### src/rtl/crPkg.sv
package crPkg;

	// control register ids as they appear in the read port and write pipe
	typedef enum logic [4:0]
	{
		// status, 64 bits
		SR,
		// saved status and trap code, 64 bits
		EXSR,
		// reads the synthesized pc, never written here
		PC,
		// link register, 64 bits
		LR,
		// saved pc on trap entry, address width
		SPC,
		// saved stack pointer, address width
		SSP,
		// trap vector base, address width
		VBR,
		// global base, address width
		GBR,
		// thread base, address width
		TBR,
		// trap effective address, 64 bits
		TEA,
		// null ids, read as zero and drop writes
		IMM,
		ZZR
	} crIdE;

	// one pending result travelling down the execute stages
	typedef struct packed
	{
		logic valid;
		crIdE id;
		logic [63:0] value;
	} crWriteS;

	// next-state steering from the trap unit into the register file
	typedef struct packed
	{
		logic srEn;
		logic [63:0] sr;
		logic exsrEn;
		logic [63:0] exsr;
		logic spcEn;
		logic [63:0] spc;
	} crTrapUpdS;

	// interrupt-mode bit in SR
	localparam int unsigned srIsrBit = 28;

	// SR comes out of reset with bit 30 set
	localparam logic [63:0] srResetValue = 64'h0000_0000_4000_0000;

	// trap code to VBR offset, 8 bytes per vector
	localparam int unsigned trapVectorShift = 3;

endpackage

### src/rtl/controlRegs.sv
`timescale 1ns/1ns

module controlRegs
#(
	parameter int addrWidth = 48
)
(
	input logic clock,
	input logic reset,
	input logic hold,
	input crPkg::crWriteS stage1,
	input crPkg::crWriteS stage2,
	input crPkg::crWriteS stage3,
	input logic ex1Flush,
	input logic ex2Flush,
	input logic ex3Flush,
	input logic [addrWidth-1:0] pc,
	input crPkg::crTrapUpdS trapUpd,
	input crPkg::crIdE readId,
	output logic [63:0] readValue,
	output logic [63:0] srOut,
	output logic [addrWidth-1:0] vbrOut,
	output logic [addrWidth-1:0] spcOut
);

	import crPkg::*;

	// 64-bit registers
	logic [63:0] srReg;
	logic [63:0] exsrReg;
	logic [63:0] lrReg;
	logic [63:0] teaReg;

	// address-width registers
	logic [addrWidth-1:0] spcReg;
	logic [addrWidth-1:0] sspReg;
	logic [addrWidth-1:0] vbrReg;
	logic [addrWidth-1:0] gbrReg;
	logic [addrWidth-1:0] tbrReg;

	logic commitValid;
	logic noForward;
	logic [63:0] storedValue;

	assign srOut = srReg;
	assign vbrOut = vbrReg;
	assign spcOut = spcReg;

	// value as it would land in the register, so forwarding matches commit
	function automatic logic [63:0] fitValue(input crIdE id, input logic [63:0] value);
		logic [63:0] fitted;
		fitted = value;
		case (id)
			SPC, SSP, VBR, GBR, TBR:
				fitted = 64'(value[addrWidth-1:0]);
			default:
				fitted = value;
		endcase
		return fitted;
	endfunction

	// stored view, address-width registers zero-extended
	always_comb
	begin
		case (readId)
			SR: storedValue = srReg;
			EXSR: storedValue = exsrReg;
			PC: storedValue = 64'(pc);
			LR: storedValue = lrReg;
			SPC: storedValue = 64'(spcReg);
			SSP: storedValue = 64'(sspReg);
			VBR: storedValue = 64'(vbrReg);
			GBR: storedValue = 64'(gbrReg);
			TBR: storedValue = 64'(tbrReg);
			TEA: storedValue = teaReg;
			default: storedValue = '0;
		endcase
	end

	// null ids read zero; PC always shows the live pc, never a pending write
	assign noForward = (readId == IMM) || (readId == ZZR) || (readId == PC);

	// oldest first, so the youngest matching stage overrides
	always_comb
	begin
		readValue = storedValue;
		if (!noForward && stage3.valid && !ex3Flush && stage3.id == readId)
			readValue = fitValue(stage3.id, stage3.value);
		if (!noForward && stage2.valid && !ex2Flush && stage2.id == readId)
			readValue = fitValue(stage2.id, stage2.value);
		if (!noForward && stage1.valid && !ex1Flush && stage1.id == readId)
			readValue = fitValue(stage1.id, stage1.value);
	end

	assign commitValid = stage3.valid && !ex3Flush;

	// ex3 commit beats a trap update to the same register
	always_ff @(posedge clock)
	begin
		if (reset)
		begin
			srReg <= srResetValue;
			exsrReg <= '0;
			lrReg <= '0;
			teaReg <= '0;
			spcReg <= '0;
			sspReg <= '0;
			vbrReg <= '0;
			gbrReg <= '0;
			tbrReg <= '0;
		end
		else if (!hold)
		begin
			if (commitValid && stage3.id == SR)
				srReg <= stage3.value;
			else if (trapUpd.srEn)
				srReg <= trapUpd.sr;

			if (commitValid && stage3.id == EXSR)
				exsrReg <= stage3.value;
			else if (trapUpd.exsrEn)
				exsrReg <= trapUpd.exsr;

			if (commitValid && stage3.id == SPC)
				spcReg <= stage3.value[addrWidth-1:0];
			else if (trapUpd.spcEn)
				spcReg <= trapUpd.spc[addrWidth-1:0];

			// the rest only change through the pipe
			if (commitValid)
			begin
				case (stage3.id)
					LR: lrReg <= stage3.value;
					TEA: teaReg <= stage3.value;
					SSP: sspReg <= stage3.value[addrWidth-1:0];
					VBR: vbrReg <= stage3.value[addrWidth-1:0];
					GBR: gbrReg <= stage3.value[addrWidth-1:0];
					TBR: tbrReg <= stage3.value[addrWidth-1:0];
					// PC and null ids drop the write
					default:
					begin
					end
				endcase
			end
		end
	end

	// whole register set frozen across a held edge
	holdFreezes: assert property (
		@(posedge clock) disable iff (reset)
		hold |=> $stable({srReg, exsrReg, lrReg, teaReg, spcReg, sspReg, vbrReg,
			gbrReg, tbrReg})
	);

	nullReadsZero: assert property (
		@(posedge clock) disable iff (reset)
		(readId == IMM || readId == ZZR) |-> readValue == '0
	);

endmodule

### src/rtl/crSubsystem.sv
`timescale 1ns/1ns

module crSubsystem
#(
	parameter int addrWidth = 48
)
(
	input logic clock,
	input logic reset,
	input logic hold,
	input crPkg::crWriteS issue,
	input logic ex1Flush,
	input logic ex2Flush,
	input logic ex3Flush,
	input logic [addrWidth-1:0] pc,
	input logic trapRequest,
	input logic [15:0] trapCode,
	input logic rteRequest,
	input crPkg::crIdE readId,
	output logic [63:0] readValue,
	output logic redirectValid,
	output logic [addrWidth-1:0] redirectPc,
	output logic [63:0] sr
);

	import crPkg::*;

	// pending writes per execute stage
	crWriteS stage1;
	crWriteS stage2;
	crWriteS stage3;

	// trap unit steering and the registers it looks at
	crTrapUpdS trapUpd;
	logic [addrWidth-1:0] vbr;
	logic [addrWidth-1:0] spc;

	exPipe pipe
	(
		.clock(clock),
		.reset(reset),
		.hold(hold),
		.issue(issue),
		.ex1Flush(ex1Flush),
		.ex2Flush(ex2Flush),
		.stage1(stage1),
		.stage2(stage2),
		.stage3(stage3)
	);

	controlRegs #(.addrWidth(addrWidth)) regs
	(
		.clock(clock),
		.reset(reset),
		.hold(hold),
		.stage1(stage1),
		.stage2(stage2),
		.stage3(stage3),
		.ex1Flush(ex1Flush),
		.ex2Flush(ex2Flush),
		.ex3Flush(ex3Flush),
		.pc(pc),
		.trapUpd(trapUpd),
		.readId(readId),
		.readValue(readValue),
		.srOut(sr),
		.vbrOut(vbr),
		.spcOut(spc)
	);

	trapUnit #(.addrWidth(addrWidth)) trap
	(
		.clock(clock),
		.reset(reset),
		.hold(hold),
		.trapRequest(trapRequest),
		.trapCode(trapCode),
		.rteRequest(rteRequest),
		.pc(pc),
		.sr(sr),
		.vbr(vbr),
		.spc(spc),
		.trapUpd(trapUpd),
		.redirectValid(redirectValid),
		.redirectPc(redirectPc)
	);

endmodule

### src/rtl/exPipe.sv
`timescale 1ns/1ns

module exPipe
(
	input logic clock,
	input logic reset,
	input logic hold,
	input crPkg::crWriteS issue,
	input logic ex1Flush,
	input logic ex2Flush,
	output crPkg::crWriteS stage1,
	output crPkg::crWriteS stage2,
	output crPkg::crWriteS stage3
);

	import crPkg::*;

	// entries leaving a flushed stage move on as bubbles
	crWriteS next2;
	crWriteS next3;

	always_comb
	begin
		next2 = stage1;
		next2.valid = stage1.valid && !ex1Flush;
	end

	always_comb
	begin
		next3 = stage2;
		next3.valid = stage2.valid && !ex2Flush;
	end

	// ex3 flush is applied at commit, not here
	always_ff @(posedge clock)
	begin
		if (reset)
		begin
			stage1.valid <= 1'b0;
			stage2.valid <= 1'b0;
			stage3.valid <= 1'b0;
		end
		else if (!hold)
		begin
			stage1 <= issue;
			stage2 <= next2;
			stage3 <= next3;
		end
	end

	// a flushed stage never hands a live write to the next one
	ex1FlushKills: assert property (
		@(posedge clock) disable iff (reset)
		(!hold && ex1Flush) |=> !stage2.valid
	);

	ex2FlushKills: assert property (
		@(posedge clock) disable iff (reset)
		(!hold && ex2Flush) |=> !stage3.valid
	);

endmodule

### src/rtl/trapUnit.sv
`timescale 1ns/1ns

module trapUnit
#(
	parameter int addrWidth = 48
)
(
	input logic clock,
	input logic reset,
	input logic hold,
	input logic trapRequest,
	input logic [15:0] trapCode,
	input logic rteRequest,
	input logic [addrWidth-1:0] pc,
	input logic [63:0] sr,
	input logic [addrWidth-1:0] vbr,
	input logic [addrWidth-1:0] spc,
	output crPkg::crTrapUpdS trapUpd,
	output logic redirectValid,
	output logic [addrWidth-1:0] redirectPc
);

	import crPkg::*;

	typedef enum logic [1:0]
	{
		actIdle,
		actTrap,
		actReturn
	} trapActE;

	trapActE action;
	logic [addrWidth-1:0] vectorOffset;
	logic [addrWidth-1:0] redirectTarget;

	// trap wins if both ever show up, see assertion below
	always_comb
	begin
		if (trapRequest)
			action = actTrap;
		else if (rteRequest)
			action = actReturn;
		else
			action = actIdle;
	end

	// vector offset wraps at the address width
	assign vectorOffset = {{(addrWidth-16){1'b0}}, trapCode} << trapVectorShift;

	always_comb
	begin
		trapUpd = '0;
		trapUpd.sr = sr;
		// EXSR upper bits cleared on entry
		trapUpd.exsr = 64'(trapCode);
		trapUpd.spc = 64'(pc);
		redirectTarget = spc;
		case (action)
			actTrap:
			begin
				trapUpd.srEn = 1'b1;
				trapUpd.sr[srIsrBit] = 1'b1;
				trapUpd.exsrEn = 1'b1;
				trapUpd.spcEn = 1'b1;
				redirectTarget = vbr + vectorOffset;
			end
			actReturn:
			begin
				trapUpd.srEn = 1'b1;
				trapUpd.sr[srIsrBit] = 1'b0;
			end
			default:
			begin
			end
		endcase
	end

	// redirect shows up the cycle after the register update
	always_ff @(posedge clock)
	begin
		if (reset)
			redirectValid <= 1'b0;
		else if (!hold)
			redirectValid <= (action != actIdle);
	end

	always_ff @(posedge clock)
	begin
		if (!hold)
			redirectPc <= redirectTarget;
	end

	trapRteExclusive: assert property (
		@(posedge clock) disable iff (reset)
		!(trapRequest && rteRequest)
	);

endmodule

### config.mk
export PLATFORM = sky130hd
export DESIGN_NAME = crSubsystem
export DESIGN_NICKNAME = d
export VERILOG_FILES = /design/src/rtl/crPkg.sv /design/src/rtl/controlRegs.sv /design/src/rtl/crSubsystem.sv /design/src/rtl/exPipe.sv /design/src/rtl/trapUnit.sv
export SDC_FILE = /design/constraint.sdc
export NUM_CORES = 2
export LEC_CHECK = 0
export ABC_AREA = 1
export BUFFER_PORTS_ARGS = -buffer_cell sky130_fd_sc_hd__buf_4
export CORE_AREA = 2 2 316 318
export DETAILED_ROUTE_END_ITERATION = 12
export DIE_AREA = 0 0 318 320
export GPL_TIMING_DRIVEN = 0
export SLEW_MARGIN = 25
export SYNTH_ARGS = -nofsm -noshare
export SYNTH_HDL_FRONTEND = slang
export SYNTH_HIERARCHICAL = 1
export SYNTH_SLANG_ARGS = --single-unit
export TNS_END_PERCENT = 5
### constraint.sdc
create_clock -name clock -period 18.85 [get_ports clock]
set_input_delay 0.9425 -clock clock [delete_from_list [all_inputs] [get_ports clock]]
set_output_delay 0.9425 -clock clock [all_outputs]
set_load 0.05 [all_outputs]
# --- Yosys cells after proc, flatten, opt, wreduce, memory -nomap -nowiden ---
# Index checks and enable logic that the tools add are counted.
word_totals:
  register_bits: 755
  input_bits: 147
  output_inout_bits: 177
classes:
  add_sub_neg: 1
  n_eq_ne: 34
  muxes: 19
  bitwise_logic: 2
  reduce_logical: 43
op_table:
  columns: ["operator", "count"]
  rows:
  - ["case mux 64 bit (10 select lines)", 1]
  - ["2-to-1 mux 64 bit", 9]
  - ["2-to-1 mux 48 bit", 3]
  - ["== test 5 x 3 -> 1 bit, second input constant", 16]
  - ["adder 48 x 19 -> 48 bit", 1]
  - ["== test 5 x 4 -> 1 bit, second input constant", 8]
  - ["2-to-1 mux 29 bit", 1]
  - ["AND reduction 3 bit", 7]
  - ["== test 5 x 2 -> 1 bit, second input constant", 3]
  - ["== test 5 bit", 3]
  - ["logical AND 1 bit", 15]
  - ["OR reduction 5 bit", 3]
  - ["== test 5 x 1 -> 1 bit, second input constant", 2]
  - ["logical NOT 5 bit", 2]
  - ["AND reduction 2 bit", 4]
  - ["nonzero test 2 bit", 4]
  - ["logical NOT 1 bit", 4]
  - ["2-to-1 mux 2 bit", 2]
  - ["nonzero test 3 bit", 1]
  - ["== test 2 x 1 -> 1 bit, second input constant", 1]
  - ["== test 2 bit, second input constant", 1]
  - ["logical OR 1 bit", 2]
  - ["2-to-1 mux 1 bit", 2]
  - ["inverter 1 bit", 2]
  - ["2 further kinds", 2]

# --- Longest topological paths before layout ---
logic_depth:
  word_depth: 10
  depth_mapped: 15
  depth_no_buf: 15

# --- By module ---
# The synthesis kept the hierarchy.
modules_own_cells:
  columns: ["mod", "instances", "cells_per_inst", "area_each_um2", "seq_area_each_um2"]
  rows:
  - ["controlRegs", 1, 3985, 25753.4, 9929.5]
  - ["exPipe", 1, 366, 7389.6, 6276.0]
  - ["trapUnit", 1, 887, 5885.6, 1461.4]

# --- Worst setup path after synthesis ---
# OpenSTA, ideal clock, no wires.
synth_path:
  path_kind: "input port to flip-flop"
  startpoint: "input port reset"
  endpoint: "register pipe/stage1[0] (netlist name)"
  setup_ns: 0.781
  t_arrival_ns: 9.533
  path_slack_ns: 8.536
  stages: 1
  cell_sequence: "nor2_1"
synth_via:
  elab_chain_len: 2
synth_rtl:
  columns: ["item", "line_no", "source"]
  rows:
  - ["from (decl)", "crSubsystem.sv:9", "input logic reset,"]
  - ["inverter 1 bit (no source line)", null, null]
  - ["AND reduction 2 bit (no source line)", null, null]
# No other way between the ends.
# A chain may end at the register's enable or synchronous reset.

# --- Final worst setup path ---
layout_path:
  startpoint: "input port readId[1]"
  endpoint: "output port readValue[17]"
layout_via:
  elab_chain_len: 10
  elab_cells_between_ends: 31
  classes_between: "eq/ne: 14; mux: 4; reduce/logical: 13"
layout_rtl:
  columns: ["item", "line_no", "source"]
  rows:
  - ["from (decl)", "crSubsystem.sv:19", "input crPkg::crIdE readId,"]
  - ["== test 5 x 4 -> 1 bit", "controlRegs.sv:81", "assign noForward = (readId == IMM) || (readId == ZZR) || (readId == PC);"]
  - ["logical OR 1 bit (2 in a row)", "controlRegs.sv:81", null]
  - ["logical NOT 1 bit", "controlRegs.sv:87, controlRegs.sv:89, controlRegs.sv:91", null]
  - ["logical AND 1 bit (3 in a row)", "controlRegs.sv:87", "if (!noForward && stage3.valid && !ex3Flush && stage3.id == readId)"]
  - ["2-to-1 mux 64 bit", "controlRegs.sv:87", null]
  - ["2-to-1 mux 64 bit", "controlRegs.sv:89", "if (!noForward && stage2.valid && !ex2Flush && stage2.id == readId)"]
  - ["2-to-1 mux 64 bit *", "controlRegs.sv:91", "if (!noForward && stage1.valid && !ex1Flush && stage1.id == readId)"]
  - ["to (decl)", "crSubsystem.sv:20", "output logic [63:0] readValue,"]
# Mark *: on every way between the ends. The rest lies on a longest branch, timed or not.

==> summary.md <==
| Metric | Value |
|---|---|
| Via Count | between 30,000 and 40,000 |
| Cell at the root of the clock tree | sky130_fd_sc_hd__clkbuf_16 |
| Unrepaired setup endpoints after global routing | no |
| Layout net count | 5,851 |
| Largest net degree at the start of global routing | 33 |
| Worst-path cell chain | buf_4, inv_2, nor2_1, o211ai_4, nand4_4, clkbuf_1, o21ai_0, inv_1, nand2_1, nand2_1, nand2_1, buf_4 |
| Post-layout worst setup margin | ~14 ns |
| Met1 layer wirelength in the final routing | 68,900 microns |
| Area enclosed by the die boundary | 102,000 sq um |
| Pre-antenna DRT Iters | 6 |
| Average cell area after synthesis | between 7 and 8 sq um |
| Standard-cell row count | around 120 |
| Highest signal layer in the routed design | met5 |
| Clock tree from TritonCTS | done |
| Delay of the slowest critical-path stage | slightly below 0.8 ns |
| Worst-case clock skew | roughly 0.025 ns |
| Run status | finished, final reports clean |
| Vias in the first global route | between 30,000 and 40,000 |
| Maximum ir drop on the vdd rail | ~0.085 mV |
| Overall Global Routing Usage | between 30% and 40% |
| Initial detailed-routing violation count | roughly 5,000 |
| Final weighted congestion of routability-driven global placement | about 0.96 |
| Placeable core region | between 90,000 and 100,000 sq um |
| Cell type of the slowest stage on the worst timing path | sky130_fd_sc_hd__clkbuf_1 |
| Via density | 5.48 |
| CP dominant cell by count | sky130_fd_sc_hd__nand2_1 |
| Number of cells on the worst reg-to-reg path | 8 |
| Final Cycle Share | approximately a quarter |
| Detailed Route WL | 172,000 microns |
| Post-CTS sizing | 0 |
| Global route overflow | 0 |
| Met2 Routed Length | approximately 76,000 microns |
| H-Tree Depth | 3 |
| Vertical die dimension | roughly 320 microns |
| Highest achievable clock rate | between 200 and 250 MHz |
| Worst EP required | ~18 ns |
| Count of final hold-check violations | 0 |
| Fill cell total of the finished layout | between 9,000 and 10,000 |
| Cell type group with the largest total delay on the critical path | buffers and inverters |
| Max-slew violations | 0 |
| Startpoint type of the worst setup path | primary input |
| Total half-perimeter wirelength after legalization and detailed placement | between 100,000 and 150,000 microns |
| WS Path Type | primary input to output port |
| WP buf/inv | 5 |
| Clock transition at the register clock pins on the worst setup and hold paths after CTS | about 0.070 ns |
| Leading cell types in the layout, fill and taps excluded | sky130_fd_sc_hd__nand2_1 (1,562), sky130_fd_sc_hd__buf_4 (659), sky130_fd_sc_hd__o21ai_0 (543) |
| Mapped cell area | between 30,000 and 40,000 sq um |
| Cell area after placement | between 40,000 and 50,000 sq um |
| Slew at the pin with the worst max-slew slack | 1.29 ns |
| Cells after Synth | between 5,000 and 6,000 |
| Setup-failing EPs final | 0 |
| Min Tclk post-route | 4.39 ns |
| Warnings, synthesis | 6 |
| Type of the worst min-delay path | primary input to register |
| Ratio of cells with drive above 1 in the final layout | between 15 and 20% |
| Post-Layout Cell Count | 7,044 |
| Area of all placed cells without fillers | around 46,000 sq um |
| Highest net fanout along the worst path | 10 |
| Worst Setup End Kind | output port |
| Cell count after placement | between 6,000 and 7,000 |
| Number of nets with antenna violations after routing | 0 |
| Wire length of the first global-routing pass | between 200,000 and 250,000 microns |
| Power density relative to cell area | 85.0 nW/um^2 |
| Die X | ~320 microns |
| Leakage | roughly 21 nW |
| Post-CTS setup buffer count | 0 |
| Met3 routed WL | roughly 19,000 microns |
| I/O Buffers | about 320 |
| Initial Utilization | about 40% |
| Number of ports placed on the die boundary | between 300 and 400 |
| Number of antenna violations at the first check in global routing | 1 |
| Data arrival time of the critical path | between 3 and 4 ns |
| Max-cap violation count | 0 |
| Post-CTS Hold Buffers | 0 |
| Clock Sinks | ~760 |
| Cell depth of the worst setup path | 12 |
| Most common cell after layout, fill and taps aside | sky130_fd_sc_hd__nand2_1 |
| Synthesis-to-layout area growth | 18.9% |
| Multi-input logic area | ~16,000 sq um |
| Total clock buffers created by CTS | 88 |
| Placement-stage worst setup slack | between 10 and 15 ns |
| Rel. slew slack | a little over an eighth |
| Area taken by flip-flops and latches | approximately 18,000 sq um |
| Setup TNS | 0 ns |
| Average wire per cell in the routed design | ~24 microns |
| Clock Latency Late Sink | 0.67 ns |
| DRC violation count after routing | 0 |
| Number of cells on the worst hold path | 1 |
| CTS max path bufs | 3 |
| Post-layout util | a little under half |
[path summary, 6_finish.rpt]
| check | start | endpoint | slack, ns |
|---|---|---|---|
| setup / recovery | readId[1] | readValue[17] | 14.46 |
| hold / removal | issue[39] | pipe/stage1[39] | 0.44 |
| setup reg to reg | pipe/stage3[68] | regs/sspReg[25] | 15.72 |
| hold reg to reg | pipe/stage2[21] | pipe/stage3[21] | 0.45 |
[stage by stage]
step	hold WS (ns)	power [mW]
after global placement	0.430	2.21
after global routing	0.419	4.04
final	0.437	3.93
after floorplan	0.428	2.04
after detailed placement	0.434	2.20
after CTS	0.404	3.94
[layer usage]
layer / global-route usage [%] / vias up
met2: 51.6 / 2162
met4: 14.8 / 2
li1: - / 17900
met3: 7.35 / 376
met1: 42.8 / 18200
met5: 0 / -
[sequential cells by signal (all words and copies together) (netlist names), 64 cells and up]
register,cells
pipe/stage2,70
regs/lrReg,64
regs/srOut,64
regs/exsrReg,64
regs/teaReg,64
pipe/stage1,70
pipe/stage3,70
[report_power, final]
part	internal, mW	switching [mW]
registers	1.74	0.0473
logic	0.134	0.260
clock network	1.03	0.720
total	2.91	1.03
[area by class of cell]
class | count | share of cell area, %
Buffer | 656 | 8.57
Inverter | 297 | 2.42
Multi-Input combinational cell | 3561 | 35.3
Sequential cell | 755 | 38.2
Antenna cell | 2 | 0.0108
Clock buffer | 142 | 5.93
Timing Repair Buffer | 328 | 5.66
Tap cell | 1287 | 3.48
Clock inverter | 16 | 0.395
No activity file was read; power rests on OpenSTA's default activity.
